$ cat src/design/mem_config.svh
/*
 shared geometry and timing for the cache and banked memory
 byte addresses, word data; bit 0 of an address must be zero
 index and tag widths must add up with the offset to ADDR_W
 MEM_WORDS covers the whole word address space
*/
`ifndef MEM_CONFIG_SVH
`define MEM_CONFIG_SVH

// address and data widths
`define ADDR_W            16
`define DATA_W            16

// cache geometry, direct mapped
`define TAG_W             5
`define INDEX_W           8
`define OFFSET_W          3
`define WORDS_PER_LINE    4

// main memory
`define NUM_BANKS         4
`define MEM_WORDS         32768

// cycles from an accepted read to its data
`define MEM_RD_LATENCY    2
// cycles a bank refuses requests after any accepted one
`define BANK_BUSY_CYCLES  4

`endif

$ cat src/design/addr_pkg.sv
/*
 plain vector types for address fields and data words
 word_sel_t doubles as the bank number, so the number of banks
 must equal the number of words in a line
*/
`default_nettype none

`include "mem_config.svh"

package addr_pkg;

   // full byte address
   typedef logic [`ADDR_W-1:0] addr_t;

   // one data word
   typedef logic [`DATA_W-1:0] word_t;

   // line tag and line index
   typedef logic [`TAG_W-1:0] tag_t;
   typedef logic [`INDEX_W-1:0] index_t;

   // word within a line, also the bank
   typedef logic [$clog2(`WORDS_PER_LINE)-1:0] word_sel_t;

   // memory word address, byte address without bit 0
   typedef logic [`ADDR_W-2:0] word_addr_t;

endpackage

`default_nettype wire

$ cat src/design/mem_bus_pkg.sv
/*
 structs that pass between controller, cache array and memory,
 and the controller state encoding
 mem_resp_t carries read data only; writes get no response
*/
`default_nettype none

package mem_bus_pkg;

   // controller to banked memory
   typedef struct packed {
      logic                valid;
      logic                write;
      addr_pkg::word_addr_t word_addr;
      addr_pkg::word_t     wdata;
   } mem_req_t;

   // banked memory to controller, read data in issue order
   typedef struct packed {
      logic            valid;
      addr_pkg::word_t rdata;
   } mem_resp_t;

   // controller to cache array
   typedef struct packed {
      logic                 enable;
      logic                 comp;     // compare mode, else access mode
      logic                 write;
      logic                 valid_in;
      addr_pkg::tag_t       tag;
      addr_pkg::index_t     index;
      addr_pkg::word_sel_t  word_sel;
      addr_pkg::word_t      wdata;
   } cache_op_t;

   // cache array to controller
   typedef struct packed {
      logic            hit;      // tag equal only, not qualified by valid
      logic            valid;
      logic            dirty;
      addr_pkg::tag_t  tag_out;
      addr_pkg::word_t rdata;
   } cache_stat_t;

   // controller states
   typedef enum logic [2:0] {
      IDLE,
      HIT_DONE,
      WB_ISSUE,
      FILL_ISSUE,
      FILL_WAIT,
      FINISH
   } ctrl_state_t;

endpackage

`default_nettype wire

$ cat src/design/cache_ctrl.sv
/*
 cache controller: serves hits in one cycle, runs writeback and fill
 requests are taken whenever stall is low, including the done cycle
 rd and wr both high, or addr bit 0 set, gives err and no access
 at most two fill reads are kept in flight
 a miss ends with a compare-mode redo, reported with cache_hit low
*/
`timescale 1ns/1ns
`default_nettype none

`include "mem_config.svh"

module cache_ctrl (
   input  logic                     clk,
   input  logic                     rst,
   input  addr_pkg::addr_t          addr,
   input  addr_pkg::word_t          data_in,
   input  logic                     rd,
   input  logic                     wr,
   input  mem_bus_pkg::cache_stat_t stat,
   output mem_bus_pkg::cache_op_t   op,
   output mem_bus_pkg::mem_req_t    mem_req,
   input  logic                     mem_ready,
   input  mem_bus_pkg::mem_resp_t   mem_resp,
   output logic                     done,
   output logic                     stall,
   output logic                     cache_hit,
   output logic                     err
);
   import addr_pkg::*;
   import mem_bus_pkg::*;

   localparam word_sel_t LAST_WORD     = word_sel_t'(`WORDS_PER_LINE - 1);
   localparam word_sel_t MAX_IN_FLIGHT = word_sel_t'(2);

   ctrl_state_t state;
   ctrl_state_t state_nxt;

   // latched request
   addr_t  req_addr;
   word_t  req_data;
   logic   req_wr;
   logic   req_err;
   tag_t   req_tag;
   index_t req_index;
   word_sel_t req_word;

   // fill bookkeeping
   word_sel_t issue_cnt;
   word_sel_t recv_cnt;
   word_sel_t in_flight;

   logic line_hit;
   logic accept;
   logic mem_accept;

   assign req_tag   = req_addr[`ADDR_W-1 -: `TAG_W];
   assign req_index = req_addr[`OFFSET_W +: `INDEX_W];
   assign req_word  = req_addr[`OFFSET_W-1:1];

   assign line_hit   = stat.hit & stat.valid;
   assign accept     = (rd | wr) & ~stall;
   assign mem_accept = mem_req.valid & mem_ready;
   assign in_flight  = issue_cnt - recv_cnt;

   // request payload
   always_ff @(posedge clk) begin
      if (accept) begin
         req_addr <= addr;
         req_data <= data_in;
      end
   end

   // state, counters and request flags
   always_ff @(posedge clk) begin
      if (rst) begin
         state     <= IDLE;
         issue_cnt <= '0;
         recv_cnt  <= '0;
         req_wr    <= 1'b0;
         req_err   <= 1'b0;
      end else begin
         state <= state_nxt;
         if (accept) begin
            issue_cnt <= '0;
            recv_cnt  <= '0;
            req_wr    <= wr;
            req_err   <= (rd & wr) | addr[0];
         end else begin
            // writeback words also count through issue_cnt
            if (mem_accept) begin
               issue_cnt <= issue_cnt + 1'b1;
            end
            if (mem_resp.valid) begin
               recv_cnt <= recv_cnt + 1'b1;
            end
         end
      end
   end

   always_comb begin
      state_nxt = state;
      case (state)
         IDLE: begin
            if (accept) begin
               state_nxt = HIT_DONE;
            end
         end
         HIT_DONE: begin
            if (!req_err && !line_hit) begin
               state_nxt = (stat.valid && stat.dirty) ? WB_ISSUE : FILL_ISSUE;
            end else begin
               state_nxt = accept ? HIT_DONE : IDLE;
            end
         end
         WB_ISSUE: begin
            if (mem_accept && issue_cnt == LAST_WORD) begin
               state_nxt = FILL_ISSUE;
            end
         end
         FILL_ISSUE: begin
            if (mem_accept && issue_cnt == LAST_WORD) begin
               state_nxt = FILL_WAIT;
            end
         end
         FILL_WAIT: begin
            if (mem_resp.valid && recv_cnt == LAST_WORD) begin
               state_nxt = FINISH;
            end
         end
         FINISH: begin
            state_nxt = accept ? HIT_DONE : IDLE;
         end
         default: begin
            state_nxt = IDLE;
         end
      endcase
   end

   // cache op, memory request and user outputs
   always_comb begin
      op          = '0;
      op.tag      = req_tag;
      op.index    = req_index;
      op.word_sel = req_word;
      op.wdata    = req_data;

      mem_req       = '0;
      mem_req.wdata = stat.rdata;

      done      = 1'b0;
      stall     = 1'b0;
      cache_hit = 1'b0;
      err       = 1'b0;

      case (state)
         HIT_DONE: begin
            op.enable = ~req_err;
            op.comp   = 1'b1;
            op.write  = req_wr;
            done      = req_err | line_hit;
            stall     = ~req_err & ~line_hit;
            cache_hit = ~req_err & line_hit;
            err       = req_err;
         end
         WB_ISSUE: begin
            // read the victim word, send it to its own bank
            op.enable         = 1'b1;
            op.word_sel       = issue_cnt;
            mem_req.valid     = 1'b1;
            mem_req.write     = 1'b1;
            mem_req.word_addr = {stat.tag_out, req_index, issue_cnt};
            stall             = 1'b1;
         end
         FILL_ISSUE, FILL_WAIT: begin
            // responses go straight into the line
            op.enable         = mem_resp.valid;
            op.write          = mem_resp.valid;
            op.valid_in       = 1'b1;
            op.word_sel       = recv_cnt;
            op.wdata          = mem_resp.rdata;
            mem_req.valid     = (state == FILL_ISSUE) && (in_flight < MAX_IN_FLIGHT);
            mem_req.word_addr = {req_tag, req_index, issue_cnt};
            stall             = 1'b1;
         end
         FINISH: begin
            op.enable = 1'b1;
            op.comp   = 1'b1;
            op.write  = req_wr;
            done      = 1'b1;
         end
         default: begin
            done = 1'b0;
         end
      endcase
   end

endmodule

`default_nettype wire

$ cat config.mk
export PLATFORM = sky130hd
export DESIGN_NAME = cache_ctrl
export DESIGN_NICKNAME = d
export VERILOG_FILES = /design/src/design/addr_pkg.sv /design/src/design/mem_bus_pkg.sv /design/src/design/cache_ctrl.sv
export VERILOG_INCLUDE_DIRS = /design/src /design/src/design
export SDC_FILE = /design/constraint.sdc
export NUM_CORES = 1
export LEC_CHECK = 0
export ABC_CLOCK_PERIOD_IN_PS = 2100
export BUFFER_PORTS_ARGS = -buffer_cell sky130_fd_sc_hd__buf_2
export CORE_AREA = 2 2 88 98
export DETAILED_ROUTE_END_ITERATION = 8
export DIE_AREA = 0 0 90 100
export GPL_TIMING_DRIVEN = 0
export HOLD_SLACK_MARGIN = 0.15
export SYNTH_ARGS = -nofsm -noshare
export SYNTH_HDL_FRONTEND = slang
export SYNTH_SLANG_ARGS = --single-unit
$ cat constraint.sdc
create_clock -name clk -period 2.1 [get_ports clk]
set_input_delay 0.105 -clock clk [delete_from_list [all_inputs] [get_ports clk]]
set_output_delay 0.105 -clock clk [all_outputs]
set_load 0.01 [all_outputs]
# Word level (Yosys, flattened, before mapping)
# Cells that the tools add are included.
# W data, S select, Z words.
# totals
regBits	41
word_cells	69
in_bits	78
out_inout_bits	72
# op_classes
reduce_logical	14
bitwise	12
n_addsub	3
order_cmp	1
mux	21
eq_ne	11
# ops
op	count
$pmux W15 S2	1
$pmux W3 S6	1
$mux W16	1
$mux W3	4
$ne A2 B2 Y1 const B	4
$pmux W1 S2	4
$reduce_or A2 Y1	4
$mux W1	7
$and A1 B1 Y1	6
$eq A3 B2 Y1 const B	2
$eq A3 B3 Y1 const B	2
$logic_and A1 B1 Y1	5
$add A2 B1 Y2 const B	2
$eq A2 B2 Y1 const B	2
$pmux W2 S2	1
$reduce_and A4 Y1	1
$eq A3 B1 Y1 const B	1
$logic_not A3 Y1	1
$not A1 Y1	3
$or A1 B1 Y1	3
$pmux W1 S3	1
$reduce_or A3 Y1	1
$logic_not A1 Y1	2
$lt A2 B2 Y1 const B	1
other kinds (2)	2

# Longest topological paths before layout
# Gate-level depths: netlist of run 1.
# depth
ltp_word	9
depth_mapped	7
mapped_depth_nobuf	5

# Least setup slack after synthesis of run 1
# No wires, ideal clock.
# synth_timing
path_kind	register to register
startpoint	reg state[0]
endpoint	reg req_addr[10] (enable)
t_arrival_ns	1.561
required_ns	1.706
path_stages_with_launch	4
period_less_slack_ns	1.954
slack_ns	0.146
n_path_buf	0
setup_time_ns	0.394
path_cell_list	dfxtp_1 nor2b_1 a21oi_1 o21a_1
# synth_between
elab_chain_len	5
elab_cells_between_ends	8
cone_classes	eq/ne (4); mux (1); bitwise (2); reduce/logical (1)
# synth_rtl
element	line_no	source
start, declared	cache_ctrl.sv:36	ctrl_state_t state;
start signal, assigned	cache_ctrl.sv:83	state <= state_nxt;
$eq A3 B2 Y1 / $eq A3 B3 Y1 (equally long branches)	cache_ctrl.sv:156	case (state)
$reduce_or A3 Y1 (no source line)	n/a	
$pmux W1 S2 *	cache_ctrl.sv:156	
$not A1 Y1 *	cache_ctrl.sv:62	assign accept = (rd | wr) & ~stall;
$and A1 B1 Y1 *	cache_ctrl.sv:62	
net accept	cache_ctrl.sv:54	logic accept;
end signal, assigned	cache_ctrl.sv:69	req_addr <= addr;
end, declared	cache_ctrl.sv:40	addr_t req_addr;
# The timed path passes the listed nets; every way through them passes the cells marked *.
# A chain may end at the register's enable or synchronous reset.

==> results of run 1 <==
[critical path, stage by stage (launching register included)]
cell and delay (ps):
dfxtp_1 330, buf_6 140, nor3b_4 230, a21o_1 130, buf_6 150, buf_8 150
mux2_4 300, buf_2 140
[report_power, final]
| group | internal [µW] | switching, µW |
|---|---|---|
| combinational | 471 | 450 |
| sequential | 999 | 55.6 |
| clock | 353 | 277 |
[layout make-up]
| class | instances | area (µm²) |
|---|---|---|
| fill | 793 | 4590 |
| sequential | 40 | 1110 |
| timing repair buffer | 167 | 1020 |
| multi-input combinational | 107 | 860 |
| buffer | 37 | 294 |
| tap | 111 | 139 |
| clock buffer | 6 | 72.6 |
| clock inverter | 2 | 35.0 |
| inverter | 7 | 26.3 |
[stage by stage]
stage | cell area [µm²] | TNS [ps]
floorplan | 2270 | 0
global placement | 3070 | -14300
detailed placement | 3100 | 0
CTS | 3530 | 0
global route | 3560 | -2.38
finish | 3560 | 0
[worst max-delay path by stage]
stage	slack, ps	depth (start not counted)	from	endpoint
global route	-2	7	state[2]	op[10]
global placement	-420	4	state[0]	req_err
detailed placement	400	5	state[1]	mem_req[28]
CTS	40	7	state[2]	op[10]
finish	130	7	state[2]	op[14]
floorplan	150	3	state[0]	req_addr[10]
[sequential cells by signal (all words and copies together), names as in the netlist]
signal and cells:
state 3, recv_cnt 2, issue_cnt 2, req_err 1, req_wr 1, req_addr 15, req_data 16
[what timing repair did]
item | CTS | global route
hold buffers | 33 | 0
endpoints found under the setup margin | 0 | 16
hold endpoints to repair | 34 | 0
resized for setup | 0 | 4
setup buffers | 0 | 1
[routing by layer]
| metal | vias up | wire [µm] | GRT usage |
|---|---|---|---|
| met5 | - | 0 | 0 |
| met1 | 964 | 2390 | 0.137 |
| li1 | 1018 | - | - |
| met4 | 0 | 58 | 0.0438 |
| met3 | 7 | 371 | 0.0293 |
| met2 | 88 | 3360 | 0.254 |
[cells in the final DEF (no fill, tap or decap), types with 7 or more instances in the layout]
cell and n:
dlygate4sd3_1 33, nand2_1 7, edfxtp_1 31, dfxtp_1 9, mux2_4 11, inv_1 7, buf_4 30, buf_2 135
nor2b_1 11
[kinds of logic (layout without fill, tap and decap cells)]
group / Yosys count / count (layout)
and+or+nand+nor: 44 / 44
buffers and inverters: 44 / 219
DFF: 40 / 40
AOI/OAI and AO/OA: 39 / 39
muxes: 17 / 17
xor gates and xnor gates: 5 / 5
adders and majority gates: 2 / 2
==> metrics.txt, run 1 <==
outcome complete, no violations; first-pass GRT wire length 9300 µm; most frequent cell after synthesis edfxtp_1; hold_sp addr[0]; Place WS 397 ps; GR Util All Layers 0.130; Final #Nets 445; I/O pin count 150; Worst Hold Class in2reg; DIE AREA 0.00900 mm²; Critical Path RT 2000 ps; YS warnings 0; wire per inst 13.0 µm; R2R Setup Slk 510 ps; Max clock buf depth 2; P&R area growth vs syn 56.3%; H-tree Lvls 2; Max Cap Viol 0; sequential share of the synthesized area 0.488; Pleak 0.00166 µW; Synth Area in Adders 0.0110; Clock Latency Late Sink 290 ps; DR vias 2,077; Hold EP req_err; Post-synth top flop edfxtp_1; CP Capture Type primary output; clock skew 2.20 ps; worst vdd ir 285 µV; dpl hpwl 4420 µm; area leader, netlist edfxtp_1; minimum clock period 1970 ps; initial antenna violation count 0; Final Worst Setup Slack 129 ps; Fin Hold WS 164 ps; CORE AREA 0.00815 mm²; #FFs+latches synth 40; startpoint types flop; Port Buffers 132; root buffer cell clkbuf_8; diode count 0; Total Routed Length 6180 µm; CTS Buf Count 5; Synth Area in Compound Gates 0.125; drt drc 0; vias in the first global route 1,971; Synth Area in Simple Gates 0.116; die width 90 µm; CTS tree yes; worst hold path depth 3; Critical Path AT 1870 ps; final core occ 0.437; Clock Pin Slew Worst Setup and Hold Paths 80 ps; final antenna-violating net count 0; final hold violation count 0; Tcrit/Tclk final 0.939; main combinational cell family by area after synthesis buffers and inverters; Synth Area in XOR/XNOR 0.0226; post-synthesis cell type count 47; # clock sinks 40; Mean Syn Cell Area 11.9 µm²; y dimension of the die 100 µm; Synthesized Nets 271; Pre-antenna DRT Iters 5; pin count of the biggest net entering global routing 37; transition time of the tightest slew-check pin 740 ps; ys async rst share 0; placed cells 435; Post-synth EDFFs 31; FF-to-FF End req_err; via/cell ratio 4.35; starting density of the core 0.279; worst r2r src state[0]; DR iter-0 viols 59; CP Max Fanout 10; Area contributors post-synth edfxtp_1 41%, buf_4 9.6%, dfxtp_1 7.9%; Synth top area share 0.409; max-slew violation count 0; Row Count 35; Congestion Overflow GR 0; Layout Cells excl Fill 477; fmax 507 MHz; Pwr Total 2600 µW; proportion of layout cells with a drive suffix above 1 0.536; multiplexer share of the synthesized area 0.102; Slew Limit Headroom 0.505; Gate Count Post-Synth 191; most frequent cells after synthesis 31 x edfxtp_1, 29 x buf_4, 11 x mux2_4, 11 x nor2b_1, 9 x dfxtp_1; PwrDens 733 mW/mm²; Post-Syn Area 0.00227 mm²; critical path type reg2out; setup violators final 0; GPL Wtd Cong 0.780; path depth of the worst reg2reg path 5
Note: power is estimated with default switching activity, not from simulation.
==> run 2: changes to the inputs <==
--- a/config.mk
+++ b/config.mk
@@ -8,9 +8,9 @@
 export LEC_CHECK = 0
 export ABC_CLOCK_PERIOD_IN_PS = 2100
 export BUFFER_PORTS_ARGS = -buffer_cell sky130_fd_sc_hd__buf_2
-export CORE_AREA = 2 2 88 98
+export CORE_AREA = 2 2 103 85
 export DETAILED_ROUTE_END_ITERATION = 8
-export DIE_AREA = 0 0 90 100
+export DIE_AREA = 0 0 105 87
 export GPL_TIMING_DRIVEN = 0
 export HOLD_SLACK_MARGIN = 0.15
 export SYNTH_ARGS = -nofsm -noshare
==> metrics.txt, run 2 (same netlist as run 1, synthesis figures left out) <==
pin count of the biggest net entering global routing 37 (unchanged); DR iter-0 viols 54 (-8.5%); critical path depth 7 (unchanged); critical path type reg2out; path depth of the worst reg2reg path 3 (-2); P&R area growth vs syn 56.4% (about the same); starting density of the core 0.278 (-0.00128); die width 105 µm (+17%); most common cell after layout, fill and taps aside buf_2; outcome complete, no violations; CP Cell Sequence buf_6 > nor3b_4 > a21o_1 > buf_6 > buf_12 > mux2_4 > buf_2; root buffer cell clkbuf_8; CP Capture Type primary output; Clock Latency Late Sink 290 ps (about the same); drt drc 0 (unchanged); first-pass GRT wire length 9000 µm (-3.3%); DIE AREA 0.00914 mm² (+1.5%); final hold violation count 0 (unchanged); DR vias 2,091 (+0.67%); minimum clock period 1960 ps (-11.3 ps); Fin Hold WS 163 ps (-0.778 ps); startpoint types flop; diode count 0 (unchanged); Slew Limit Headroom 0.548 (+0.0429); CTS tree yes; final antenna-violating net count 0 (unchanged); CP top delay family buffers and inverters; Largest register FFs 16 (unchanged); FF-to-FF End req_addr[8]; worst hold path depth 3 (unchanged); met3 wire length 584 µm (+57%); Pre-antenna DRT Iters 4 (-1); y dimension of the die 87 µm (-13%); worst setup path startpoint state[2]; max-slew violation count 0 (unchanged); CORE AREA 0.00818 mm² (+0.46%); vias in the first global route 1,894 (-3.9%); wire per inst 12.3 µm (-5.4%); Most Frequent Cell on Critical Path buf_6; initial antenna violation count 0 (unchanged); Pwr Total 2480 µW (-4.7%); Clock Pin Slew Worst Setup and Hold Paths 80 ps (about the same); CP Buf/Inv Count 4 (unchanged); Worst Hold Class in2reg; Max Cap Viol 0 (unchanged); CP max stage cell dfxtp_1; CTS Buf Count 5 (unchanged); I/O pin count 150 (unchanged); Tcrit/Tclk final 0.933 (-0.00538); Max clock buf depth 2 (unchanged); Pleak 0.00166 µW (about the same); Largest Register req_data; setup violators final 0 (unchanged); max incr delay on CP 330 ps (about the same); CP Max Fanout 10 (unchanged); wire length on met1 2400 µm (+0.42%); routed wl met2 2890 µm (-14%); fmax 510 MHz (+0.58%); biggest regs req_data: 16 flops, req_addr: 15 flops, state: 3 flops; GR Util All Layers 0.124 (-0.00582); worst vdd ir 330 µV (+16%); crit path to op[8]; DR top layer met4; proportion of layout cells with a drive suffix above 1 0.535 (about the same); clock skew 4.17 ps (+1.97 ps); R2R Setup Slk 350 ps (-160 ps); Row Count 30 (-14%); worst r2r src req_err; Final #Nets 449 (+0.90%); Total Routed Length 5910 µm (-4.4%); dpl hpwl 4220 µm (-4.7%); Congestion Overflow GR 0 (unchanged); PwrDens 698 mW/mm² (-4.7%); # clock sinks 40 (unchanged); Critical Path RT 2000 ps (about the same); via/cell ratio 4.34 (-0.37%); H-tree Lvls 2 (unchanged); Port Buffers 132 (unchanged); Critical Path AT 1860 ps (about the same); commonest cells after routing, fill and taps aside 135 x buf_2, 34 x buf_4, 34 x dlygate4sd3_1; GPL Wtd Cong 0.828 (+6.1%); transition time of the tightest slew-check pin 676 ps (-64.1 ps); RSZ-0062 raised after global routing false
-- run 2: changes by cell type in the layout (fill, tap and decap cells not counted), sizes merged --
cell / change
buf: +3
clkinvlp: +2
bufinv: -1
clkbuf: -1
dlygate4sd3: +1
-- run 2: tightest hold or removal path: cells and delay by family --
family / cells / cell delay, ps
compound gates: 1 / 160
simple gates: 1 / 90
buf+inv: 1 / 70
-- run 2: metrics by stage --
step	utilization	setup TNS (ps)	setup WS, ps	cells	instance area (µm²)
2_1_floorplan	-	0	146	191	2270
3_3_place_gp	0.376	-13190	-392	435	3080
3_5_place_dp	0.376	0	114	435	3080
4_1_cts	0.428	0	4.39	477	3500
5_1_grt	0.435	0	3.36	482	3560
6_report	0.435	0	140	482	3560
-- run 2: worst min path at each step --
stage	slack, ps	endpoint	start
global placement	280	req_data[15]	data_in[15]
floorplan	200	req_addr[10]	addr[10]
detailed placement	280	req_data[1]	data_in[1]
global route	180	req_err	addr[0]
CTS	150	req_wr	rd
finish	160	req_err	addr[0]
-- run 2: cell type report --
cell class,count,area [µm²]
Sequential cell,40,1110
Clock buffer,5,68.8
Multi-Input combinational cell,107,863
Buffer,37,290
Inverter,7,26.3
Fill cell,796,4630
Clock inverter,3,18.8
Tap cell,112,140
Timing Repair Buffer,171,1040
-- run 2: routing by layer --
metal | vias to the layer above | global-route usage
met3 | 6 | 0.0404
li1 | 1029 | -
met1 | 942 | 0.147
met2 | 114 | 0.220
met5 | - | 0
met4 | 0 | 0.0315
-- run 2: what timing repair did --
item / CTS / global route
hold buffers: 34 / 0
hold endpoints to repair: 34 / 0
endpoints found under the setup margin: 0 / 42
buffers inserted: 0 / 5
resized for setup: 0 / 3
-- run 2: where the power goes --
group	internal [µW]	switching (µW)
combinational	463	443
clock	230	293
sequential	1000	53.8
total	1690	790
==> run 3: changes to the inputs <==
--- a/config.mk
+++ b/config.mk
@@ -6,7 +6,7 @@
 export SDC_FILE = /design/constraint.sdc
 export NUM_CORES = 1
 export LEC_CHECK = 0
-export ABC_CLOCK_PERIOD_IN_PS = 2100
+export ABC_CLOCK_PERIOD_IN_PS = 1800
 export BUFFER_PORTS_ARGS = -buffer_cell sky130_fd_sc_hd__buf_2
 export CORE_AREA = 2 2 103 85
 export DETAILED_ROUTE_END_ITERATION = 8
==> constraint.sdc (replaced) <==
create_clock -name clk -period 1.8 [get_ports clk]
set_input_delay 0.09 -clock clk [delete_from_list [all_inputs] [get_ports clk]]
set_output_delay 0.09 -clock clk [all_outputs]
set_load 0.01 [all_outputs]
==> metrics.txt, run 3 (same netlist as run 1, synthesis figures left out) <==
outcome finished, violations left; failing checks setup timing; H-tree Lvls 2 (unchanged); Pleak 0.00178 µW (+7.1%); Final Worst Setup Slack -78.7 ps (-219 ps); CTS Buf Count 5 (unchanged); fin area 0.00385 mm² (+8.3%); first-pass GRT wire length 9560 µm (+6.3%); Max clock buf depth 2 (unchanged); # clock sinks 40 (unchanged); P&R area growth vs syn 69.4%; Slew Limit Headroom 0.666 (+0.118); dpl hpwl 4440 µm (+5.3%); starting density of the core 0.278 (unchanged); PwrDens 841 mW/mm² (+21%); y dimension of the die 87 µm (unchanged); Fin Hold WS 166 ps (+3.37 ps); I/O pin count 150 (unchanged); Multi-input gate area 921 µm² (+6.7%); final hold violation count 0 (unchanged); Total Routed Length 6580 µm (+11%); max-slew violation count 0 (unchanged); worst vdd ir 406 µV (+23%); R2R Setup Slk 130 ps (-220 ps); final core occ 0.471 (+0.0362); vias in the first global route 2,007 (+6.0%); DR vias 2,142 (+2.4%); most common cell after layout, fill and taps aside buf_2; Row Count 30 (unchanged); fmax 532 MHz; Clock Latency Late Sink 290 ps (about the same); minimum clock period 1880 ps; Clock Pin Slew Worst Setup and Hold Paths 80 ps (about the same); proportion of layout cells with a drive suffix above 1 0.571 (+0.0363); CP Max Fanout 6 (-4); Layout fillers 771 (-3.1%); diode count 0 (unchanged); drt drc 0 (unchanged); GPL Wtd Cong 0.861 (+4.0%); root buffer cell clkbuf_8; initial antenna violation count 0 (unchanged); biggest regs req_data: 16 flops, req_addr: 15 flops, state: 3 flops; Largest register FFs 16 (unchanged); GR Util All Layers 0.132 (+0.00748); critical path type reg2out; pin count of the biggest net entering global routing 37 (unchanged); clock skew 4.73 ps (+0.554 ps); setup violators final 22 (+22); die width 105 µm (unchanged); Congestion Overflow GR 0 (unchanged); final antenna-violating net count 0 (unchanged); CTS tree yes; Max Cap Viol 0 (unchanged); RSZ-0062 raised after global routing true; area post-placement 0.00308 mm² (unchanged); Critical Path RT 1710 ps (-290 ps); Pwr Total 3240 µW (+31%); Final #Nets 457 (+1.8%); Place WS -188 ps (-303 ps); wire per inst 13.4 µm (+9.5%); commonest cells after routing, fill and taps aside 117 x buf_2, 37 x buf_4, 36 x dlygate4sd3_1; Port Buffers 132 (unchanged); Largest Register req_data; transition time of the tightest slew-check pin 501 ps (-175 ps); via/cell ratio 4.37 (+0.77%); CORE AREA 0.00818 mm² (unchanged); Worst Hold Class in2reg; FF+latch area 0.00112 mm² (+0.79%); Tcrit/Tclk final 1.04; DIE AREA 0.00914 mm² (unchanged); DR iter-0 viols 84 (+56%); Pre-antenna DRT Iters 4 (unchanged); startpoint types flop; Critical Path AT 1790 ps (-70 ps); CP Capture Type primary output
## run 3: final cells by class
cell class,count,share of cell area
inverters,7,0.00779
multi-input cells,108,0.239
repair buffers,180,0.324
flip-flops and latches,40,0.291
clock buffers,5,0.0179
clock inverters,3,0.00974
well taps,112,0.0364
plain buffers,35,0.0747
## run 3: final timing paths
path,start,to,depth (start not counted)
setup / recovery,state[2],op[7],6
hold / removal,mem_resp[16],recv_cnt[0],3
setup reg to reg,req_err,req_data[1],3
hold reg to reg,issue_cnt[0],issue_cnt[0],2
## run 3: where the power goes
part	switching, µW	internal [µW]	total, µW
combinational	570	698	1270
clock	330	405	735
sequential	71.5	1170	1240
## run 3: worst max-delay path: stages (launching register included)
cell       delay, ps
dfxtp_4          380
nor3b_4          220
a21o_1           160
buf_6            160
clkbuf_16        160
mux2_4           300
buf_6            120
## run 3: stage by stage
step / setup TNS, ps / instances
after floorplan: 0 / 191
after global placement: -5620 / 435
after detailed placement: -6180 / 435
after CTS: -3240 / 485
after global routing: -2930 / 490
final: -967 / 490
## run 3: timing repair
action,in CTS,in global routing
hold buffers,36,0
setup endpoints to repair,71,48
gates resized for setup,26,18
hold endpoints to repair,36,0
buffers inserted,7,4
cloned,0,2
pin swaps,6,1
## run 3: routing by layer
layer  track usage  vias to the layer above  part of all wire
met3        0.0456                        2             0.089
met5             0                        -                 0
li1              -                     1044                 -
met1         0.148                      991              0.40
met4        0.0255                        0            0.0029
met2         0.244                      105              0.51
